## src/common/la_pkg.sv

```systemverilog
package la_pkg;

    typedef logic [7:0]  byte_t;       // uart data byte
    typedef logic [7:0]  sample_t;     // one io sample
    typedef logic [7:0]  prescale_t;   // sample every prescale+1 clocks
    typedef logic [15:0] post_cnt_t;   // samples left after trigger

    // mask, polarity, prescale, post count in units of 256
    localparam int CMD_BYTES = 4;

    typedef enum logic {
        CAP_IDLE,
        CAP_RUNNING
    } cap_state_t;

    typedef enum logic [2:0] {
        ST_RECV,       // collecting command bytes
        ST_PROGRAM,    // load config, fire start
        ST_WAIT_CAP,   // busy up then down
        ST_PTR_LO,     // wptr[7:0]
        ST_PTR_HI,     // wptr[15:8]
        ST_SEND_BUF,   // buffer bytes 0 upward
        ST_BUF_WAIT    // first ram read in flight
    } ctrl_state_t;

endpackage

```

## src/uart/uart_rx.sv

```systemverilog
`timescale 1ns/1ps

module uart_rx #(
    parameter int BAUD_DIV = 234
) (
    input  logic          clk,
    input  logic          rst_n,
    input  logic          rx_pin,
    input  logic          rx_read,
    output logic          rx_valid,
    output la_pkg::byte_t rx_byte
);

    localparam int CNT_W = $clog2(BAUD_DIV) + 1;

    logic [2:0]       rx_sync;      // [1] is the synced bit, [2] its last value
    logic             rx_bit;
    logic             start_edge;
    logic             busy;
    logic [CNT_W-1:0] baud_cnt;
    logic [3:0]       bit_idx;      // 0 start, 1..8 data, 9 stop
    logic             sample_now;
    logic             data_bit;
    logic             byte_done;
    la_pkg::byte_t    shift;

    assign rx_bit     = rx_sync[1];
    assign start_edge = rx_sync[2] & ~rx_sync[1];
    assign sample_now = busy && (baud_cnt == '0);
    assign data_bit   = sample_now && (bit_idx >= 4'd1) && (bit_idx <= 4'd8);
    // stop bit must be high and the holding register free
    assign byte_done  = sample_now && (bit_idx == 4'd9) && rx_bit && (!rx_valid || rx_read);

    always_ff @(posedge clk) begin
        if (!rst_n) begin
            rx_sync  <= '1;            // line idles high
            busy     <= 1'b0;
            baud_cnt <= '0;
            bit_idx  <= '0;
            rx_valid <= 1'b0;
        end else begin
            rx_sync <= {rx_sync[1:0], rx_pin};
            if (rx_read) begin
                rx_valid <= 1'b0;
            end
            if (!busy) begin
                if (start_edge) begin
                    busy     <= 1'b1;
                    baud_cnt <= CNT_W'(BAUD_DIV / 2 - 1);   // land mid start bit
                    bit_idx  <= '0;
                end
            end else if (baud_cnt != '0) begin
                baud_cnt <= baud_cnt - 1'b1;
            end else begin
                baud_cnt <= CNT_W'(BAUD_DIV - 1);
                bit_idx  <= bit_idx + 1'b1;
                if (bit_idx == 4'd0) begin
                    if (rx_bit) begin
                        busy <= 1'b0;  // glitch, not a real start bit
                    end
                end else if (bit_idx == 4'd9) begin
                    busy <= 1'b0;
                    if (byte_done) begin
                        rx_valid <= 1'b1;
                    end
                end
            end
        end
    end

    always_ff @(posedge clk) begin
        if (data_bit) begin
            shift <= {rx_bit, shift[7:1]};     // lsb first
        end
        if (byte_done) begin
            rx_byte <= shift;
        end
    end

endmodule

```

## config.mk

```make
export PLATFORM = sky130hd
export DESIGN_NAME = uart_rx
export DESIGN_NICKNAME = d
export VERILOG_FILES = /design/src/common/la_pkg.sv /design/src/uart/uart_rx.sv
export SDC_FILE = /design/constraint.sdc
export NUM_CORES = 1
export LEC_CHECK = 0
export BUFFER_PORTS_ARGS = -buffer_cell sky130_fd_sc_hd__buf_4
export CAP_MARGIN = 10
export CORE_UTILIZATION = 35
export CTS_BUF_LIST = sky130_fd_sc_hd__clkbuf_8
export DETAILED_ROUTE_END_ITERATION = 8
export SYNTH_ARGS = -nofsm -noshare
export SYNTH_HDL_FRONTEND = slang
export SYNTH_SLANG_ARGS = --single-unit
```

## constraint.sdc

```tcl
create_clock -name clk -period 2.28 [get_ports clk]
set_clock_uncertainty 0.05 [all_clocks]
set_input_delay 0.228 -clock clk [delete_from_list [all_inputs] [get_ports clk]]
set_output_delay 0.228 -clock clk [all_outputs]
set_load 0.03 [all_outputs]
```

==> results.tsv <==
metric	value	unit
synthCells	121	
setup_viol	0	
ctsResizeCount	0	
drc	0	
drive_gt1_frac	0.1901	
timing.slew.headroom	0.7782	
fill_cells	358	
syn_area_per_cell	11.46	µm²
grt_first_pass_wirelength	4340	µm
fmax	0.4905	GHz
worstPathRequired	2.22	ns
worst-path-stages	4	
path_clk_slew	0.07	ns
cts_setup_buffers	0	
p_sw_frac	0.2242	
core	0.003716	mm²
cp-startpoint	baud_cnt[4]	
grt_usage	0.1433	
cts.path.max_buffers	2	
crit_path_start_kind	flop	
vias	979	
clk_latency	0.28	ns
seq_area_frac_synth	0.6065	
ys_types	36	
slew_violations	0	
ir_drop	0.4444	mV
total_power	1324	µW
gp_congestion	0.8453	
p_clk_frac	0.401	
antenna_left	0	
reg2reg_slack	0.24	ns
nets	150	
synth_fp_nets	130	
crit_family	simple AND/OR/NAND/NOR gates	
powerDensity	796.1	mW/mm²
numCtsBuffers	5	
drt_wl_total	2610	µm
fin_crit_sh	0.8942	
cp-endpoint	shift[5]	
rows	22	
finish.instance_area	0.001663	mm²
rr_startpoint	baud_cnt[4]	
p_int	1027	µW
die_w	64.94	µm
cts-htree-levels	2	
critPathBufInv	1	
n_antenna_cell	0	
power_frac_comb	0.092	
max_stage_delay	0.58	ns
firstDrtPassIters	4	
rsz0062_at_grt	false	
whs	0.08279	ns
ioPinCount	13	
cts_tree	yes	
cp_max_fo	8	
via_per_inst	5.153	
crit_slowest_cell	or4_4	
ys_ff_latch	34	
dp_hpwl	1864	µm
r2r_end	shift[5]	
drtIter0Drc	31	
grt_pass1_vias	906	
status	finished clean	
rr_worst_depth	4	
cts.sinks	34	
power_switching	296.8	µW
grt_overflow	0	
crit_type	reg2reg	
start_util	0.3731	
path_cells	or4_4 -> or3_1 -> nor2_1 -> buf_4	
period_needed	2.039	ns
grt_max_degree	15	
p_leak	0.0006521	µW
dieArea	0.004217	mm²
syn_to_final_growth	19.95	%
postPlaceCellArea	0.001554	mm²
wl_per_cell	13.74	µm
seqPwrFrac	0.506	
die_h	64.94	µm
cp.arrival	1.98	ns
io_buffers	12	
root_buffer	clkbuf_8	
drv_cap	0	
cts.hold.buffers_added	0	
syn_area	0.001386	mm²
hold_violations	0	
tns	0	ns
ys_warn_count	0	
worstSetupEndpointType	flop	
tightest_slew	0.3299	ns
min-delay-path-class	in2reg	
antenna_found_initial	0	
layout by cell type, fill, tap and decap left out, types with 4 or more instances in the layout:
master / netlist / layout
nor2_1: 8 / 8
nand2b_1: 4 / 4
ha_1: 5 / 5
nand2_1: 11 / 11
nor3_1: 4 / 4
o21ai_0: 4 / 4
dfxtp_1: 18 / 18
inv_1: 6 / 6
clkbuf_8: 0 / 5
a21oi_1: 8 / 8
edfxtp_1: 16 / 16
buf_4: 0 / 16
nor2b_1: 5 / 5
cell families (layout without fill, tap and decap cells):
| logic type | count (synthesis) | after routing | share of synthesized area |
|---|---|---|---|
| xor+xnor | 1 | 1 | 0.006319 |
| buf+inv | 9 | 30 | 0.02527 |
| compound gates | 28 | 28 | 0.1435 |
| simple gates | 43 | 43 | 0.1661 |
| flops | 34 | 34 | 0.6065 |
| fa+ha+maj | 5 | 5 | 0.04513 |
| mux | 1 | 1 | 0.007221 |
power groups by stage:
stage,registers (µW),logic (µW),clock network [µW]
5_1_grt,673,137,583
4_1_cts,670,122,544
3_5_place_dp,683,122,0
3_3_place_gp,682,117,0
6_report,670,122,531
2_1_floorplan,679,92.8,0
registers in the layout, indices dropped and copies added (netlist names):
signal and flops:
rx_sync 3, baud_cnt 9, busy 1, rx_byte 8, shift 8, rx_valid 1
bit_idx 4
cell type report:
type	count	area [µm²]	area share
Sequential cell	34	840.8	0.5056
Timing Repair Buffer	16	120.1	0.07223
Multi-Input combinational cell	78	510.5	0.3070
Clock buffer	5	68.82	0.04138
Clock inverter	3	40.04	0.02408
Inverter	6	22.52	0.01354
Tap cell	48	60.06	0.03612
synth_stat cells:
master     instances  share of area
inv_1              6          0.016
nor3b_1            1         0.0054
o31ai_1            3          0.016
xor2_1             1         0.0063
or4_4              1         0.0081
or4_1              1         0.0054
o311a_1            1         0.0072
nor3_1             4          0.014
nand2b_1           4          0.018
mux2i_1            1         0.0072
a311oi_1           2          0.013
o221a_2            1         0.0081
nand3b_1           1         0.0054
a31oi_1            1         0.0045
a221oi_1           1         0.0063
a21oi_1            8          0.029
o21ai_0            4          0.014
nand3_1            2         0.0072
o2111a_1           2          0.016
o211ai_1           1         0.0054
clkbuf_1           2         0.0054
or3b_2             1         0.0063
o211a_1            1         0.0072
nand4bb_1          1         0.0081
o22ai_1            1         0.0045
nor2_1             8          0.022
buf_2              1         0.0036
nor2b_1            5          0.023
a2bb2oi_1          1         0.0063
a21o_1             1         0.0054
nand2_1           11          0.030
dfxtp_1           18           0.26
or3_1              1         0.0045
edfxtp_1          16           0.35
ha_1               5          0.045
nand4_1            2         0.0090
per-layer routing:
layer  global-route usage  part of all wire  vias to the layer above
met5                    0                 0                        -
met4              0.05833             0.011                        0
met3              0.06338             0.039                        4
met2               0.2201              0.49                       21
met1               0.1737              0.46                      464
li1                     -                 -                      490
worst min-delay path by stage:
stage,cells past startpoint,end,from,slack [ns]
after floorplan,1,rx_sync[0],rst_n,0.25
after global placement,1,rx_sync[1],rx_sync[0],0.35
after detailed placement,1,rx_sync[1],rx_sync[0],0.35
after CTS,2,rx_sync[0],rx_pin,0.08
after global routing,2,rx_sync[0],rx_pin,0.08
final,2,rx_sync[0],rx_pin,0.08
metrics by stage:
stage	util	cells	setup WS (ns)
6_report	0.4475	190	0.2413
5_1_grt	0.4475	190	0.1113
4_1_cts	0.4475	190	0.2467
3_5_place_dp	0.4182	182	0.2504
3_3_place_gp	0.4182	182	0.2879
2_1_floorplan	-	121	0.05943
Note: power is estimated with default switching activity, not from simulation.
