File: config.mk
export PLATFORM = sky130hd
export DESIGN_NAME = uart_tx
export DESIGN_NICKNAME = d
export VERILOG_FILES = /design/src/common/la_pkg.sv /design/src/uart/uart_tx.sv
export SDC_FILE = /design/constraint.sdc
export NUM_CORES = 1
export LEC_CHECK = 0
export BUFFER_PORTS_ARGS = -buffer_cell sky130_fd_sc_hd__clkbuf_2
export CORE_MARGIN = 2
export CORE_UTILIZATION = 55
export DETAILED_ROUTE_END_ITERATION = 16
export PLACE_DENSITY = 0.72
export SYNTH_ARGS = -nofsm -noshare
export SYNTH_HDL_FRONTEND = slang
export SYNTH_SLANG_ARGS = --single-unit
File: constraint.sdc
create_clock -name clk -period 8.32 [get_ports clk]
set_input_delay 1.248 -clock clk [delete_from_list [all_inputs] [get_ports clk]]
set_output_delay 1.248 -clock clk [all_outputs]
set_load 0.01 [all_outputs]
File: src/common/la_pkg.sv
package la_pkg;

    typedef logic [7:0]  byte_t;       // uart data byte
    typedef logic [7:0]  sample_t;     // one io sample
    typedef logic [7:0]  prescale_t;   // sample every prescale+1 clocks
    typedef logic [15:0] post_cnt_t;   // samples left after trigger

    // mask, polarity, prescale, post count in units of 256
    localparam int CMD_BYTES = 4;

    typedef enum logic {
        CAP_IDLE,
        CAP_RUNNING
    } cap_state_t;

    typedef enum logic [2:0] {
        ST_RECV,       // collecting command bytes
        ST_PROGRAM,    // load config, fire start
        ST_WAIT_CAP,   // busy up then down
        ST_PTR_LO,     // wptr[7:0]
        ST_PTR_HI,     // wptr[15:8]
        ST_SEND_BUF,   // buffer bytes 0 upward
        ST_BUF_WAIT    // first ram read in flight
    } ctrl_state_t;

endpackage

File: src/uart/uart_tx.sv
`timescale 1ns/1ps

module uart_tx #(
    parameter int BAUD_DIV   = 234,
    parameter int FIFO_DEPTH = 8
) (
    input  logic          clk,
    input  logic          rst_n,
    input  logic          tx_push,
    input  la_pkg::byte_t tx_data,
    output logic          tx_full,
    output logic          tx_pin
);

    localparam int PTR_W = (FIFO_DEPTH > 1) ? $clog2(FIFO_DEPTH) : 1;
    localparam int CNT_W = $clog2(BAUD_DIV) + 1;

    la_pkg::byte_t    fifo_mem [FIFO_DEPTH];
    logic [PTR_W-1:0] wr_ptr;
    logic [PTR_W-1:0] rd_ptr;
    logic [PTR_W:0]   count;
    logic             fifo_empty;
    logic             push_ok;
    logic             pop;

    logic             busy;
    logic [CNT_W-1:0] baud_cnt;
    logic [3:0]       bits_left;
    logic [9:0]       shift;        // stop, data, start
    logic             frame_end;

    function automatic logic [PTR_W-1:0] ptr_inc(input logic [PTR_W-1:0] p);
        return (p == PTR_W'(FIFO_DEPTH - 1)) ? '0 : p + 1'b1;
    endfunction

    assign tx_full    = (count == (PTR_W + 1)'(FIFO_DEPTH));
    assign fifo_empty = (count == '0);
    assign push_ok    = tx_push && !tx_full;
    assign frame_end  = busy && (baud_cnt == '0) && (bits_left == 4'd1);
    assign pop        = !fifo_empty && (!busy || frame_end);   // back to back frames
    assign tx_pin     = shift[0];

    always_ff @(posedge clk) begin
        if (push_ok) begin
            fifo_mem[wr_ptr] <= tx_data;
        end
    end

    always_ff @(posedge clk) begin
        if (!rst_n) begin
            wr_ptr <= '0;
            rd_ptr <= '0;
            count  <= '0;
        end else begin
            if (push_ok) begin
                wr_ptr <= ptr_inc(wr_ptr);
            end
            if (pop) begin
                rd_ptr <= ptr_inc(rd_ptr);
            end
            case ({push_ok, pop})
                2'b10:   count <= count + 1'b1;
                2'b01:   count <= count - 1'b1;
                default: count <= count;
            endcase
        end
    end

    always_ff @(posedge clk) begin
        if (!rst_n) begin
            busy      <= 1'b0;
            baud_cnt  <= '0;
            bits_left <= '0;
            shift     <= '1;           // idle line
        end else if (pop) begin
            busy      <= 1'b1;
            baud_cnt  <= CNT_W'(BAUD_DIV - 1);
            bits_left <= 4'd10;
            shift     <= {1'b1, fifo_mem[rd_ptr], 1'b0};
        end else if (busy) begin
            if (baud_cnt != '0) begin
                baud_cnt <= baud_cnt - 1'b1;
            end else begin
                baud_cnt  <= CNT_W'(BAUD_DIV - 1);
                shift     <= {1'b1, shift[9:1]};
                bits_left <= bits_left - 1'b1;
                if (bits_left == 4'd1) begin
                    busy <= 1'b0;      // stop bit done
                end
            end
        end
    end

endmodule

==> run_results.csv, run 1 <==
group,metric,value,unit
outcome,outcome,"complete, no violations",
sta,fmax,0.316,GHz
power_and_ir_drop,pwr-share-clk,0.197,
clock_tree,clockRootBuffer,"clkbuf_8",
sta,rsz0062_at_grt,"no",
global_route,grt_pass1_vias,2360,
critical_path,rrSetupSlack,5.15,ns
drt,drt_first_pass_iters,4,
clock_tree,cts_hold_buf,0,
critical_path,crit_fanout,10,
die,start_util,0.573,
synth,async_flop_share,0,
sta,hold_violations,0,
layout,stdcell_area,4520,sq um
die,io_pins,13,
synth,post-synth-top-count-cell,"edfxtp_1",
sta,setup_tns,0,ns
clock_tree,clk_path_buf_depth,2,
min_path,hold_path_class,"flip-flop to flip-flop",
flow_run,drv_cap,0,
die,dieArea,8310,sq um
sta,max-slew-margin-rel,0.177,
global_route,grtUsageTotal,0.194,
place,numPortBuffers,12,
drt,routed_wl,7.35,mm
critical_path,critPathLaunchType,"flip-flop",
sta,finClkSkew,0.0100,ns
synth,synth-warning-count,0,
power_and_ir_drop,cell_internal_pwr,0.929,mW
sta,final-setup-viol-count,0,
clock_tree,postCtsSetupBuffers,0,
clock_tree,clock_latency,0.36,ns
global_route,grt_overflow,0,
synth,syn_inst,292,
layout,fin_nets,324,
clock_tree,tritoncts,"yes",
synth,ys_seq_elements,100,
drt,drc_errors,0,
critical_path,cp.required,8.61,ns
place,routabilityCongestion,0.803,
synth,synth_area_leaders,"edfxtp_1 (46%), dfxtp_1 (17%), mux4_2 (8.6%), ha_1 (3.3%), mux2i_1 (2.6%)",
die,chipHeight,91.2,microns
drt,vias,2430,
synth,synth_edf_count,64,
synth,yosysSeqAreaShare,0.633,
global_route,antenna_found_initial,0,
layout,drive_above_1_share,0.179,
drt,drtAntennaViolNets,0,
clock_tree,htreeDepth,3,
clock_tree,post_cts_resized,0,
synth,yosys.area.top_type,"edfxtp_1",
synth,synth_top_area_frac,0.460,
drt,drt_iter0_drc,152,
power_and_ir_drop,ir_drop,0.127,mV
synth,ys_types,47,
power_and_ir_drop,p_comb_frac,0.324,
power_and_ir_drop,switching_share,0.361,
layout,fill_cells,595,
sta,fin_crit,3.17,ns
place,dp.final_hpwl,4.92,mm
clock_tree,clk_pin_slew,0.10,ns
critical_path,arrival,3.46,ns
clock_tree,clock-sinks,100,
sta,tightest_slew,1.23,ns
power_and_ir_drop,power_density,322,nW/um^2
layout,num_antenna_cells,0,
synth,synth.avg_cell_area,14.3,sq um
global_route,grt_max_degree,22,
die,core-area,7290,sq um
synth,synth_fp_nets,314,
drt,wire_per_inst,18.1,microns
synth,syn_area,4180,sq um
power_and_ir_drop,switchingPower,0.525,mW
synth,synth-main-ff-cell,"edfxtp_1",
clock_tree,numCtsBuffers,9,
critical_path,end_kind,"flip-flop",
power_and_ir_drop,power_leakage,1.52,nW
layout,syn2layout_area_growth,8.12,%
place,place_area,4330,sq um
drt,viasPerCell,5.99,
sta,slew_viol_final,0,
global_route,grt_pass1_wl,12.2,mm
sta,fin_crit_sh,0.381,
die,num_rows,31,
power_and_ir_drop,pwr-share-seq,0.479,
die,die_w,91.2,microns
synth,synthTopCellsByCount,"edfxtp_1 (64), dfxtp_1 (36), mux4_2 (16), nor2_1 (16), a21oi_1 (13)",
critical_path,path_class,"flip-flop to flip-flop",
## placed cells by master, fill, tap and decap left out, types with 3 or more instances in the layout
cell,n
ha_1,11
o31a_1,3
inv_1,7
clkbuf_8,9
edfxtp_1,64
mux4_2,16
buf_4,3
clkbuf_2,12
o2111ai_1,7
o21ai_0,8
a21oi_1,13
mux2i_1,11
nand3_1,12
dfxtp_1,36
xnor2_1,5
nand2_1,5
nor3_1,12
nor2_1,16
o211ai_1,7
xor2_1,8
## final cells by class
| class | instances | area, sq um | area share |
|---|---|---|---|
| clock buffer | 10 | 128 | 0.0283 |
| tap | 99 | 124 | 0.0274 |
| multi-input combinational | 168 | 1450 | 0.322 |
| timing repair buffer | 15 | 82.6 | 0.0183 |
| sequential | 100 | 2640 | 0.585 |
| inverter | 8 | 30.0 | 0.00665 |
| clock inverter | 6 | 56.3 | 0.0125 |
## path summary, 6_finish.rpt
kind	cells past startpoint	to	startpoint
max	13	count[2]	baud_cnt[0]
min	2	shift[0]	shift[1]
max reg2reg	13	count[2]	baud_cnt[0]
min reg2reg	2	shift[0]	shift[1]
## routing by layer
layer / vias up / GRT usage / routed length [microns]
met5: - / 0 / 0
met4: 0 / 0.0530 / 55
met3: 7 / 0.0498 / 359
met2: 60 / 0.301 / 3550
met1: 1205 / 0.275 / 3390
li1: 1158 / - / -
## worst max-delay path: stages (launching register included)
cell and delay, ns:
dfxtp_1 0.37, inv_1 0.10, ha_1 0.18, or4b_4 0.50, o31ai_4 0.30, nand2_2 0.21, inv_2 0.16, ha_1 0.28
xor2_1 0.17, ha_1 0.16, a21oi_1 0.05, xor2_1 0.16, or3_1 0.31, a21oi_1 0.14
## kinds of logic after synthesis
kind of cell,synth area share
fa+ha+maj,0.0329
compound gates,0.0770
mux,0.113
buf+inv,0.0225
flops,0.633
simple gates,0.0952
xor+xnor,0.0273
## power by group through the flow
stage	Sequential, mW	Clock, mW	Combinational (mW)
floorplan	0.659	0	0.400
global placement	0.704	0	0.456
detailed placement	0.707	0	0.467
CTS	0.697	0.292	0.470
global route	0.713	0.316	0.528
finish	0.697	0.287	0.471
## flip-flops by register name, indices dropped and copies added (netlist names), named ones only
register	count
fifo_mem	64
baud_cnt	9
shift	9
bits_left	4
count	4
rd_ptr	3
wr_ptr	3
busy	1
## stage by stage
stage	hold slack, ns	std cells	util	setup WS (ns)	total power [mW]
2_1_floorplan	0.450	292	-	5.34	1.06
3_3_place_gp	0.471	390	0.594	5.31	1.16
3_5_place_dp	0.472	390	0.594	5.22	1.17
4_1_cts	0.486	406	0.619	5.18	1.46
5_1_grt	0.524	406	0.619	4.91	1.56
6_report	0.485	406	0.619	5.15	1.45
Note: power is estimated with default switching activity, not from simulation.
==> run 2, diff against run 1 <==
- PLACE_DENSITY: 0.72 -> 0.75
- clock period: 8.32 -> 2.6 ns (I/O delays scaled with it)
==> run 2 against run 1 <==
Clock power rose to 3.7 times the previous value. Die area did not move. Via count rose by 3.0%. Setup slack got worse by 5.1 ns. Cell area rose by 6.2%. Total power rose to 3.5 times the previous value. Fmax rose by 22%. Critical endpoint unchanged.
==> run_results.csv, run 2 (synthesized netlist as in run 1, its figures left out) <==
group,metric,value,unit
clock_tree,clock_latency,0.37,ns
layout,syn2layout_area_growth,14.9,%
flow_run,drv_cap,0,
critical_path,worstReg2RegEnd,"count[2]",
layout,top_regs,"fifo_mem (64), baud_cnt (9), shift (9)",
clock_tree,clk_path_buf_depth,2,
power_and_ir_drop,pwr-share-clk,0.206,
critical_path,r2r-start,"baud_cnt[1]",
sta,max-slew-margin-rel,0.532,
critical_path,crit_end,"count[2]",
clock_tree,tritoncts,"yes",
layout,drive_above_1_share,0.277,
critical_path,end_kind,"flip-flop",
power_and_ir_drop,power_density,1070,nW/um^2
sta,slew_viol_final,0,
sta,fmax,0.386,GHz
critical_path,startpoint,"baud_cnt[1]",
global_route,grt_util_met2,0.330,
critical_path,path_class,"flip-flop to flip-flop",
sta,finClkSkew,0.00994,ns
place,numPortBuffers,12,
power_and_ir_drop,power_leakage,1.67,nW
critical_path,crit_fanout,3,
layout,largest_register,"fifo_mem",
drt,routed_wl,7.47,mm
power_and_ir_drop,switchingPower,1.80,mW
clock_tree,clock-sinks,100,
critical_path,worstRegToRegCells,13,
global_route,grt_pass1_wl,12.4,mm
drt,drc_errors,0,
clock_tree,htreeDepth,3,
power_and_ir_drop,power,5.12,mW
place,routabilityCongestion,0.820,
die,dieArea,8310,sq um
sta,fin_crit_sh,0.995,
sta,fin_crit,2.59,ns
layout,largest_register_ffs,64,
sta,hold_violations,0,
layout,fin_nets,349,
critical_path,arrival,2.89,ns
layout,fill_cells,549,
die,core-area,7290,sq um
power_and_ir_drop,cell_internal_pwr,3.32,mW
critical_path,rrSetupSlack,0.01,ns
global_route,grt_overflow,0,
critical_path,cp_slowest_cell,"or4b_4",
clock_tree,clockRootBuffer,"clkbuf_8",
power_and_ir_drop,ir_drop,0.467,mV
critical_path,cpPeakStageDelay,0.49,ns
clock_tree,clk_pin_slew,0.10,ns
sta,final-setup-viol-count,0,
global_route,antenna_found_initial,0,
die,io_pins,13,
min_path,hold_path_class,"input pin to flip-flop",
die,num_rows,31,
drt,viasPerCell,5.81,
die,chipHeight,91.2,microns
layout,multiInputGateArea,1500,sq um
power_and_ir_drop,p_comb_frac,0.380,
sta,rsz0062_at_grt,"yes",
layout,final_util,0.658,
global_route,grtUsageTotal,0.194,
place,dp.final_hpwl,5.04,mm
global_route,met1_usage,0.246,
drt,drt_iter0_drc,129,
power_and_ir_drop,pwr-share-seq,0.414,
critical_path,path_cells,"inv_2, ha_4, or4b_4, o31ai_4, nand2_4, inv_4, ha_4, xor2_2, ha_2, a21oi_2, xor2_1, or3_1, a21oi_2",
clock_tree,numCtsBuffers,9,
global_route,top_usage_layer,"met2",
drt,vias,2504,
global_route,grt_max_degree,22,
global_route,grt_pass1_vias,2486,
power_and_ir_drop,switching_share,0.351,
layout,regArea,2650,sq um
die,die_w,91.2,microns
layout,num_antenna_cells,0,
sta,tightest_slew,0.701,ns
outcome,outcome,"complete, no violations",
critical_path,cp.required,2.90,ns
drt,drt_first_pass_iters,4,
drt,drtAntennaViolNets,0,
global_route,grtUsageMet3,0.0465,
drt,wire_per_inst,17.3,microns
layout,final_cell_mix,"edfxtp_1 (64), dfxtp_1 (33), buf_4 (28)",
die,start_util,0.573,
critical_path,critPathLaunchType,"flip-flop",
layout,layout_commonest_cell,"edfxtp_1",
## run 2: critical path: cells and delay by family, from the launching register on
| kind | cells | cell delay [ns] |
|---|---|---|
| AOI/OAI and AO/OA | 3 | 0.41 |
| xor gates and xnor gates | 2 | 0.29 |
| adders and majority gates | 3 | 0.47 |
| buffers and inverters | 2 | 0.14 |
| DFF | 1 | 0.33 |
| and+or+nand+nor | 3 | 0.89 |
## run 2: power by group through the flow
stage / registers [mW] / logic (mW) / clock network (mW)
floorplan: 2.12 / 1.34 / 0
global placement: 2.15 / 1.84 / 0
detailed placement: 2.16 / 1.88 / 0
CTS: 2.12 / 1.93 / 1.08
global route: 2.16 / 2.16 / 1.13
finish: 2.12 / 1.95 / 1.05
## run 2: cell type report
cell class / instances / area share
multi-input combinational: 168 / 0.313
tap: 99 / 0.0258
inverter: 8 / 0.00678
timing repair buffer: 40 / 0.0563
sequential: 100 / 0.551
clock buffer: 9 / 0.0258
clock inverter: 7 / 0.0203
## run 2: routing by layer
| metal | part of all wire | up-vias |
|---|---|---|
| met2 | 0.51 | 51 |
| met4 | 0.014 | 0 |
| met3 | 0.065 | 10 |
| met5 | 0 | - |
| li1 | - | 1202 |
| met1 | 0.41 | 1241 |
## run 2: worst min-delay path by stage
stage                     startpoint             end  slack [ns]  depth (start not counted)
after global placement      shift[1]        shift[0]        0.46                          2
after global routing      tx_data[5]  fifo_mem[1][5]        0.30                          1
after floorplan             shift[1]        shift[0]        0.45                          2
final                     tx_data[5]  fifo_mem[7][5]        0.29                          1
after CTS                 tx_data[1]  fifo_mem[5][1]        0.27                          1
after detailed placement    shift[0]        shift[0]        0.49                          2
## run 2: repair_timing
action | in CTS | in global routing
endpoints found under the hold margin | 0 | 0
cloned | 0 | 0
hold buffers | 0 | 0
pin swaps | 2 | 1
gates resized for setup | 1 | 3
buffers inserted | 2 | 0
setup endpoints to repair | 1 | 2
## run 2: per-stage QoR
stage / instances / worst slack [ns] / hold slack, ns / TNS, ns / area [sq um]
finish: 431 / 0.0119 / 0.294 / 0 / 4800
detailed placement: 413 / 0.000111 / 0.489 / 0 / 4550
floorplan: 292 / -0.0193 / 0.450 / -0.0193 / 4220
CTS: 431 / -0.0244 / 0.272 / -0.0244 / 4790
global placement: 413 / 0.0761 / 0.463 / 0 / 4550
global route: 431 / -0.104 / 0.302 / -0.149 / 4800
