File: config.mk
export PLATFORM = sky130hd
export DESIGN_NAME = la_controller_flat
export DESIGN_NICKNAME = d
export VERILOG_FILES = /design/src/common/la_pkg.sv /design/src/common/capture_if.sv /design/src/hw/la_controller.sv /design/src/flat_wrapper.sv
export SDC_FILE = /design/constraint.sdc
export NUM_CORES = 1
export LEC_CHECK = 0
export BUFFER_PORTS_ARGS = -buffer_cell sky130_fd_sc_hd__buf_2
export CELL_PAD_IN_SITES_DETAIL_PLACEMENT = 2
export CELL_PAD_IN_SITES_GLOBAL_PLACEMENT = 2
export CORE_MARGIN = 4
export CORE_UTILIZATION = 34
export DETAILED_ROUTE_END_ITERATION = 7
export GPL_TIMING_DRIVEN = 0
export PLACE_DENSITY = 0.91
export SYNTH_ARGS = -nofsm -noshare
export SYNTH_HDL_FRONTEND = slang
export SYNTH_SLANG_ARGS = --single-unit
File: constraint.sdc
create_clock -name clk -period 3.01 [get_ports clk]
set_input_delay 0.301 -clock clk [delete_from_list [all_inputs] [get_ports clk]]
set_output_delay 0.301 -clock clk [all_outputs]
set_load 0.02 [all_outputs]
File: src/common/la_pkg.sv
package la_pkg;

    typedef logic [7:0]  byte_t;       // uart data byte
    typedef logic [7:0]  sample_t;     // one io sample
    typedef logic [7:0]  prescale_t;   // sample every prescale+1 clocks
    typedef logic [15:0] post_cnt_t;   // samples left after trigger

    // mask, polarity, prescale, post count in units of 256
    localparam int CMD_BYTES = 4;

    typedef enum logic {
        CAP_IDLE,
        CAP_RUNNING
    } cap_state_t;

    typedef enum logic [2:0] {
        ST_RECV,       // collecting command bytes
        ST_PROGRAM,    // load config, fire start
        ST_WAIT_CAP,   // busy up then down
        ST_PTR_LO,     // wptr[7:0]
        ST_PTR_HI,     // wptr[15:8]
        ST_SEND_BUF,   // buffer bytes 0 upward
        ST_BUF_WAIT    // first ram read in flight
    } ctrl_state_t;

endpackage

File: src/common/capture_if.sv
`timescale 1ns/1ps

interface capture_if #(
    parameter int ADDR_W = 10
);

    la_pkg::sample_t   trig_mask;   // bits that take part in the trigger
    la_pkg::sample_t   trig_pol;    // wanted level of those bits
    la_pkg::prescale_t prescale;
    la_pkg::post_cnt_t post_cnt;
    logic              start;       // one-cycle pulse, idle engine only
    logic              busy;
    logic              triggered;
    logic [ADDR_W-1:0] wptr;        // valid while busy is low
    logic [ADDR_W-1:0] rd_addr;
    la_pkg::sample_t   rd_data;     // one cycle after rd_addr

    modport ctrl (
        output trig_mask, trig_pol, prescale, post_cnt, start, rd_addr,
        input  busy, triggered, wptr, rd_data
    );

    modport engine (
        input  trig_mask, trig_pol, prescale, post_cnt, start, rd_addr,
        output busy, triggered, wptr, rd_data
    );

endinterface

File: src/hw/la_controller.sv
`timescale 1ns/1ps

module la_controller #(
    parameter int ADDR_W = 10
) (
    input  logic          clk,
    input  logic          rst_n,
    input  logic          rx_valid,
    input  la_pkg::byte_t rx_byte,
    output logic          rx_read,
    input  logic          tx_full,
    output logic          tx_push,
    output la_pkg::byte_t tx_data,
    capture_if.ctrl       cap,
    output logic [3:0]    led
);

    localparam int CNT_W = $clog2(la_pkg::CMD_BYTES);

    la_pkg::ctrl_state_t state;
    la_pkg::byte_t       frame [la_pkg::CMD_BYTES];
    logic [CNT_W-1:0]    byte_cnt;
    logic                cap_seen;      // busy has been high since start
    logic [ADDR_W-1:0]   buf_addr;
    logic [15:0]         wptr_ext;
    logic                dumping;

    assign wptr_ext = 16'(cap.wptr);
    assign rx_read  = (state == la_pkg::ST_RECV) && rx_valid;
    assign dumping  = state inside {la_pkg::ST_PTR_LO, la_pkg::ST_PTR_HI,
                                    la_pkg::ST_BUF_WAIT, la_pkg::ST_SEND_BUF};

    // look one address ahead whenever a buffer byte goes out
    assign cap.rd_addr = (state == la_pkg::ST_SEND_BUF && !tx_full) ? buf_addr + 1'b1
                                                                     : buf_addr;

    always_comb begin
        tx_push = 1'b0;
        tx_data = '0;
        case (state)
            la_pkg::ST_PTR_LO: begin
                tx_push = !tx_full;
                tx_data = wptr_ext[7:0];
            end
            la_pkg::ST_PTR_HI: begin
                tx_push = !tx_full;
                tx_data = wptr_ext[15:8];
            end
            la_pkg::ST_SEND_BUF: begin
                tx_push = !tx_full;
                tx_data = cap.rd_data;
            end
            default: begin
            end
        endcase
    end

    always_ff @(posedge clk) begin
        if (rx_read) begin
            frame[byte_cnt] <= rx_byte;
        end
        if (state == la_pkg::ST_PROGRAM) begin
            cap.trig_mask <= frame[0];
            cap.trig_pol  <= frame[1];
            cap.prescale  <= frame[2];
            cap.post_cnt  <= {frame[3], 8'h00};     // units of 256 samples
        end
    end

    always_ff @(posedge clk) begin
        if (!rst_n) begin
            state     <= la_pkg::ST_RECV;
            byte_cnt  <= '0;
            cap.start <= 1'b0;
            cap_seen  <= 1'b0;
            buf_addr  <= '0;
            led       <= 4'hF;         // active low, all off
        end else begin
            cap.start <= (state == la_pkg::ST_PROGRAM);
            led       <= {1'b1, ~dumping, ~cap.triggered, ~cap.busy};
            case (state)
                la_pkg::ST_RECV: begin
                    if (rx_read) begin
                        if (byte_cnt == CNT_W'(la_pkg::CMD_BYTES - 1)) begin
                            byte_cnt <= '0;
                            state    <= la_pkg::ST_PROGRAM;
                        end else begin
                            byte_cnt <= byte_cnt + 1'b1;
                        end
                    end
                end
                la_pkg::ST_PROGRAM: begin
                    cap_seen <= 1'b0;
                    state    <= la_pkg::ST_WAIT_CAP;
                end
                la_pkg::ST_WAIT_CAP: begin
                    if (cap.busy) begin
                        cap_seen <= 1'b1;
                    end else if (cap_seen) begin
                        buf_addr <= '0;
                        state    <= la_pkg::ST_PTR_LO;
                    end
                end
                la_pkg::ST_PTR_LO: begin
                    if (!tx_full) begin
                        state <= la_pkg::ST_PTR_HI;
                    end
                end
                la_pkg::ST_PTR_HI: begin
                    if (!tx_full) begin
                        state <= la_pkg::ST_BUF_WAIT;
                    end
                end
                la_pkg::ST_BUF_WAIT: begin
                    state <= la_pkg::ST_SEND_BUF;  // rd_data for addr 0 next cycle
                end
                la_pkg::ST_SEND_BUF: begin
                    if (!tx_full) begin
                        buf_addr <= buf_addr + 1'b1;
                        if (&buf_addr) begin
                            state <= la_pkg::ST_RECV;      // whole buffer sent
                        end
                    end
                end
                default: state <= la_pkg::ST_RECV;
            endcase
        end
    end

endmodule

File: src/flat_wrapper.sv
// flat-port wrapper written by rule: the top's interface ports become plain ports
module la_controller_flat 
#(
    parameter int ADDR_W = 10
)
  (clk, rst_n, rx_valid, rx_byte, rx_read, tx_full, tx_push, tx_data, led, cap_trig_mask, cap_trig_pol, cap_prescale, cap_post_cnt, cap_start, cap_rd_addr, cap_busy, cap_triggered, cap_wptr, cap_rd_data);
  capture_if #(.ADDR_W(ADDR_W)) cap_i ();
  input  logic clk;
  input  logic rst_n;
  input  logic rx_valid;
  input  la_pkg::byte_t rx_byte;
  output logic rx_read;
  input  logic tx_full;
  output logic tx_push;
  output la_pkg::byte_t tx_data;
  output logic [3:0] led;
  output wire logic [$bits(cap_i.trig_mask)-1:0] cap_trig_mask;
  output wire logic [$bits(cap_i.trig_pol)-1:0] cap_trig_pol;
  output wire logic [$bits(cap_i.prescale)-1:0] cap_prescale;
  output wire logic [$bits(cap_i.post_cnt)-1:0] cap_post_cnt;
  output wire logic [$bits(cap_i.start)-1:0] cap_start;
  output wire logic [$bits(cap_i.rd_addr)-1:0] cap_rd_addr;
  input wire logic [$bits(cap_i.busy)-1:0] cap_busy;
  input wire logic [$bits(cap_i.triggered)-1:0] cap_triggered;
  input wire logic [$bits(cap_i.wptr)-1:0] cap_wptr;
  input wire logic [$bits(cap_i.rd_data)-1:0] cap_rd_data;
  assign cap_trig_mask = cap_i.trig_mask;
  assign cap_trig_pol = cap_i.trig_pol;
  assign cap_prescale = cap_i.prescale;
  assign cap_post_cnt = cap_i.post_cnt;
  assign cap_start = cap_i.start;
  assign cap_rd_addr = cap_i.rd_addr;
  assign cap_i.busy = cap_busy;
  assign cap_i.triggered = cap_triggered;
  assign cap_i.wptr = cap_wptr;
  assign cap_i.rd_data = cap_rd_data;
  la_controller #(.ADDR_W(ADDR_W)) u_core (.clk(clk), .rst_n(rst_n), .rx_valid(rx_valid), .rx_byte(rx_byte), .rx_read(rx_read), .tx_full(tx_full), .tx_push(tx_push), .tx_data(tx_data), .cap(cap_i), .led(led));
endmodule
==> results of run 1 <==
-- layout make-up --
cell class                 instances  area, um^2  area share, %
buffer                            21         151           3.56
clock buffer                      10         128           3.00
clock inverter                     6        47.5           1.12
inverter                           4        15.0          0.353
multi-input combinational        149         955           22.5
sequential                        84        2320           54.7
tap                              133         166           3.92
timing repair buffer              88         463           10.9
-- synthesized netlist by cell type (all sizes together), types with 6 or more instances --
cell type	number	area share [%]
nor3	6	1.2
a22oi	8	1.8
dfxtp	20	12
and2	6	1.1
nand2	19	2.1
nand3	6	1.2
o21ai	12	1.8
xor2	6	1.5
nor2b	6	1.2
nor2	24	2.7
buf	18	4.1
a21oi	7	1.0
edfxtp	64	56
-- through the flow --
stage	cell area (um^2)	utilization [%]	instances
global route	4250	43.5	495
detailed placement	4070	41.7	479
finish	4250	43.5	495
floorplan	3440	-	258
CTS	4250	43.5	495
global placement	4040	41.3	478
-- flip-flops by register name, indices dropped and copies added (netlist names) --
name and count:
u_core.cap.start 1, u_core.buf_addr 10, cap_post_cnt 8, u_core.byte_cnt 2
u_core.state 3, u_core.led 3, u_core.frame 32, cap_trig_pol 8
cap_prescale 8, u_core.cap.trig_mask 7, cap_trig_mask 1, u_core.cap_seen 1
-- power by group --
group          switching (mW)  internal, mW  leakage (nW)  total, mW
clock                   0.426         0.306        0.0755      0.732
sequential             0.0966          1.56         0.745       1.66
combinational           0.576         0.268         0.840      0.844
total                    1.10          2.13          1.66       3.23
-- logic make-up after synthesis --
family	after synthesis	synth area share [%]
xor+xnor	9	2.31
fa+ha+maj	5	1.83
compound gates	47	9.50
flops	84	68.1
other cells	2	0.220
simple gates	79	13.2
buf+inv	25	4.88
-- how the worst min path moves through the flow --
stage	from	end	slack, ns	depth (start not counted)
after global routing	cap_triggered	u_core.led[1]	0.08	2
after floorplan	cap_busy	u_core.led[0]	0.36	1
after detailed placement	u_core.frame[2][6]	cap_prescale[6]	0.41	0
final	cap_triggered	u_core.led[1]	0.10	2
after global placement	u_core.frame[0][2]	u_core.cap.trig_mask[2]	0.40	0
after CTS	cap_triggered	u_core.led[1]	0.08	2
-- per-layer routing --
metal  GRT usage, %  vias up  wire length [um]
li1               -     1102                 -
met1           19.8     1135              3930
met2           29.0       61              4850
met3           4.24        7               458
met4           4.33        0                68
met5              0        -                 0
-- critical path: cells and delay by family, from the launching register on --
kind	cells	cell delay [ns]
XOR/XNOR	1	0.19
AND/OR/NAND/NOR	2	0.32
buffers and inverters	2	0.49
adder cells (fa/ha/maj)	1	0.19
flip-flops	1	0.46
==> reports/metrics.yaml, run 1 <==
setup_path:
  slowest_delay_ns: 0.46
  r2r_start: "u_core.state[0]"
  startpoint: "u_core.buf_addr[0]"
  ff2ff_path_depth: 5
  startpoint_type: "flop"
  path_class: "reg2out"
  path_max_fanout: 8
  crit_path_end: "cap_rd_addr[8]"
  cp_cell_sequence: "ha_1 -> clkbuf_1 -> nand3_1 -> nor3_2 -> xor2_1 -> buf_2"
  rr_endpoint: "cap_prescale[5]"
  critPathCaptureType: "output port"
  reg2reg_setup_slack_ns: 0.92
  cp.required_ns: 2.71
  arrival_ns: 2.00
  cp_slowest_cell: "dfxtp_1"
sta:
  finalClockSkew_ns: 0.0108
  setup_ws_ns: 0.711
  fin_crit_ns: 2.30
  hold_viol: 0
  holdWs_ns: 0.103
  relSlewSlack_pct: 59.6
  max_freq_ghz: 0.435
  setup_violations: 0
  period_share_pct: 76.4
  tightest_slew_ns: 0.604
  drv_slew: 0
  setup_tns_ns: 0
  rsz0062_at_grt: "false"
power_and_ir_drop:
  p_per_area_mw_per_mm2: 761
  ir_worst_vdd_uv: 354
  power.leakage_nw: 1.66
  power_mw: 3.23
placed_design:
  place.gp.congestion: 0.779
  dp_slack_ns: 0.904
  io_buffers: 87
  dp_hpwl_um: 7030
grt:
  grt_pass1_vias: 2569
  grt_max_degree: 25
  grt_pass1_wl_um: 14400
  antenna_found_initial: 0
  grt.total_usage_pct: 16.4
  gr-total-overflow: 0
clock_tree:
  cts_tree: "yes"
  ctsHoldBuffers: 0
  h-tree-depth: 3
  cts-resized-gates: 0
  max-clock-path-buffers: 2
  numCtsBuffers: 9
  clock_latency_ns: 0.35
  path_clk_slew_ns: 0.09
  cts_setup_buffers: 0
  clockRootBuffer: "clkbuf_8"
  cts_sinks: 84
layout:
  num-fill-cells: 1035
  layout_commonest_cell: "buf_2"
  area_growth_pct: 24.5
  drive_gt1_share_pct: 37.3
  layout_common_cells: "buf_2, edfxtp_1, nor2_1"
  antenna_cells: 0
  final_nets: 394
detailed_routing:
  ant_nets: 0
  wirelength_um: 9300
  wire_per_inst_um: 18.8
  first_pass_iters: 4
  viasPerCell: 4.66
  vias: 2305
  drtIter0Drc: 109
  drc_errors: 0
run_status:
  status: "complete, no violations"
synth:
  synth-seq-cells: 84
  syn_avg_cell_area_um2: 13.6
  ys_seq_area_share_pct: 68.1
  synth_ff_type: "edfxtp_1"
  async_flop_share_pct: 0
  synth.cell_area_mm2: 0.00341
  synth_edf_count: 64
  synth_warnings: 0
  yosysUniqueCellTypes: 49
  synthCells: 251
floorplan:
  die_y_um: 108
  start_util_pct: 34.9
  fp.dieArea_mm2: 0.0117
  fp.dieW_um: 108
  core_mm2: 0.00977
  num_rows: 36
  ioPinCount: 97
min_path:
  hold_class: "in2reg"
flow_run:
  drv_cap: 0
(Power assumes the default switching activity.)
==> run 2, diff against run 1 <==
--- a/config.mk
+++ b/config.mk
@@ -9,10 +9,10 @@
 export CELL_PAD_IN_SITES_DETAIL_PLACEMENT = 2
 export CELL_PAD_IN_SITES_GLOBAL_PLACEMENT = 2
 export CORE_MARGIN = 4
-export CORE_UTILIZATION = 34
+export CORE_UTILIZATION = 31
 export DETAILED_ROUTE_END_ITERATION = 7
 export GPL_TIMING_DRIVEN = 0
-export PLACE_DENSITY = 0.91
+export PLACE_DENSITY = 0.88
 export SYNTH_ARGS = -nofsm -noshare
 export SYNTH_HDL_FRONTEND = slang
 export SYNTH_SLANG_ARGS = --single-unit
==> constraint.sdc (replaced) <==
create_clock -name clk -period 2 [get_ports clk]
set_input_delay 0.2 -clock clk [delete_from_list [all_inputs] [get_ports clk]]
set_output_delay 0.2 -clock clk [all_outputs]
set_load 0.02 [all_outputs]
==> run 2 against run 1 <==
Compared with the run above:
- power up 54%
- non-clock buffer count up 10
- wire length fell by 1.1%
==> reports/metrics.yaml, run 2 (synthesis results as in run 1) <==
setup_path:
  arrival_ns: 1.72  # was 2.00 ns
  cp_slowest_cell: "dfxtp_2"  # was dfxtp_1
  slowest_delay_ns: 0.34  # was 0.46 ns
  startpoint_type: "flop"  # unchanged
  path_buf_inv: 3  # was 2
  path_delay_family: "buffers and inverters"  # unchanged
  cp.required_ns: 1.80  # was 2.71 ns
  path_max_fanout: 5  # was 8
  cp_cell_sequence: "nand4bb_4 -> buf_8 -> buf_12 -> nor2_1 -> xor2_1 -> buf_2"  # was ha_1 -> clkbuf_1 -> nand3_1 -> nor3_2 -> xor2_1 -> buf_2
  path_class: "reg2out"  # unchanged
  critPathCaptureType: "output port"  # unchanged
sta:
  fin_crit_ns: 1.92
  tightest_slew_ns: 0.575  # was 0.604 ns
  period_share_pct: 96.0
  drv_slew: 0  # unchanged
  setup_tns_ns: 0  # unchanged
  setup_violations: 0  # unchanged
  finalClockSkew_ns: 0.00994  # was 0.0108 ns
  max_freq_ghz: 0.521
  hold_viol: 0  # unchanged
  relSlewSlack_pct: 61.7  # was 59.6%
layout:
  layout_common_cells: "buf_2, edfxtp_1, buf_4"  # was buf_2, edfxtp_1, nor2_1
  layout_commonest_cell: "buf_2"  # unchanged
  largest_reg_flops: 32  # unchanged
  drive_gt1_share_pct: 43.2  # was 37.3%
  instances_no_fill: 513  # was 495
  top_regs: "u_core.frame (32), u_core.buf_addr (10)"  # unchanged
  area_growth_pct: 32.1  # was 24.5%
  num-fill-cells: 1113  # was 1035
  regMostFlops: "u_core.frame"  # unchanged
  final_nets: 405  # was 394
  antenna_cells: 0  # unchanged
  multi_input_area_mm2: 0.00105  # was 955 um^2
  final_util_pct: 41.8  # was 43.5%
  seqCellArea_mm2: 0.00234  # was 0.00232 mm^2
detailed_routing:
  viasPerCell: 4.67  # was 4.66
  ant_nets: 0  # unchanged
  drtIter0Drc: 46  # was 109
  vias: 2395  # was 2305
  first_pass_iters: 4  # unchanged
  wire_per_inst_um: 17.9  # was 18.8 um
  drc_errors: 0  # unchanged
  wirelength_um: 9200  # was 9300 um
clock_tree:
  cts_tree: "yes"  # unchanged
  path_clk_slew_ns: 0.09  # about the same
  h-tree-depth: 3  # unchanged
  clock_latency_ns: 0.35  # about the same
  numCtsBuffers: 9  # unchanged
  clockRootBuffer: "clkbuf_8"  # unchanged
  max-clock-path-buffers: 2  # unchanged
  cts_sinks: 84  # unchanged
min_path:
  hold_class: "in2reg"  # unchanged
flow_run:
  drv_cap: 0  # unchanged
placed_design:
  dp_hpwl_um: 6490  # was 7030 um
  place.gp.congestion: 0.769  # was 0.779
  dp.cells: 485  # was 479
  io_buffers: 87  # unchanged
floorplan:
  fp.dieArea_mm2: 0.0127  # was 0.0117 mm^2
  fp.dieW_um: 113  # was 108 um
  ioPinCount: 97  # unchanged
  core_mm2: 0.0108  # was 0.00977 mm^2
  num_rows: 38  # was 36
  die_y_um: 113  # was 108 um
  start_util_pct: 31.6  # was 34.9%
grt:
  grt.total_usage_pct: 14.3  # was 16.4%
  antenna_found_initial: 0  # unchanged
  gr-total-overflow: 0  # unchanged
  grt_max_degree: 18  # was 25
  grt_pass1_vias: 2529  # was 2569
  grt_pass1_wl_um: 14000  # was 14400 um
power_and_ir_drop:
  ir_worst_vdd_uv: 434  # was 354 uV
  power.leakage_nw: 1.79  # was 1.66 nW
  power_mw: 4.99  # was 3.23 mW
  p_per_area_mw_per_mm2: 1110  # was 761 mW/mm^2
run_status:
  status: "complete, no violations"  # unchanged
## run 2: path summary, 6_finish.rpt
check | start | end | slack, ns | depth (start not counted)
hold / removal | cap_busy | u_core.led[0] | 0.05 | 2
setup / recovery | u_core.state[1] | cap_rd_addr[6] | 0.08 | 6
setup reg to reg | u_core.state[1] | u_core.frame[2][2] | 0.12 | 4
hold reg to reg | u_core.frame[1][4] | cap_trig_pol[4] | 0.42 | 0
## run 2: power breakdown
part	switching [mW]	internal (mW)	total, mW
registers	0.153	2.35	2.51
clock network	0.653	0.471	1.12
logic	0.889	0.473	1.36
total	1.69	3.30	4.99
## run 2: timing repair
| item | 4_1_cts | 5_1_grt |
|---|---|---|
| gates resized for setup | 12 | 24 |
| hold buffers | 1 | 0 |
| buffers inserted | 4 | 6 |
| gates cloned | 1 | 1 |
| endpoints found under the setup margin | 43 | 30 |
| hold endpoints to repair | 1 | 0 |
| pin swaps | 2 | 3 |
## run 2: per-stage QoR
step / hold slack (ns) / cell area, um^2 / setup WS [ns]
final: 0.0459 / 4510 / 0.0798
after global routing: 0.0371 / 4510 / -0.0573
after CTS: 0.0327 / 4370 / 0.00445
after detailed placement: 0.368 / 4060 / -0.449
after global placement: 0.371 / 4060 / -0.277
after floorplan: 0.262 / 3440 / 0.0380
## run 2: final cells by class
class	count	area share [%]
repair buffers	99	12.8
clock buffers	9	2.75
flip-flops and latches	84	51.9
plain buffers	20	3.69
clock inverters	7	1.30
inverters	4	0.333
well taps	140	3.89
multi-input cells	150	23.3
## run 2: metal layers
metal | routed length (um) | global-route usage [%] | up-vias
met5 | 0 | 0 | -
met4 | 57 | 3.37 | 0
met3 | 703 | 4.55 | 5
met2 | 4320 | 23.5 | 87
met1 | 4120 | 18.4 | 1173
li1 | - | - | 1130
## run 2: worst register-to-register path, cell delays in order, from the launching register on
cell,delay [ns]
dfxtp_2,0.34
buf_6,0.11
buf_4,0.15
nor4b_4,0.43
and2_1,0.50
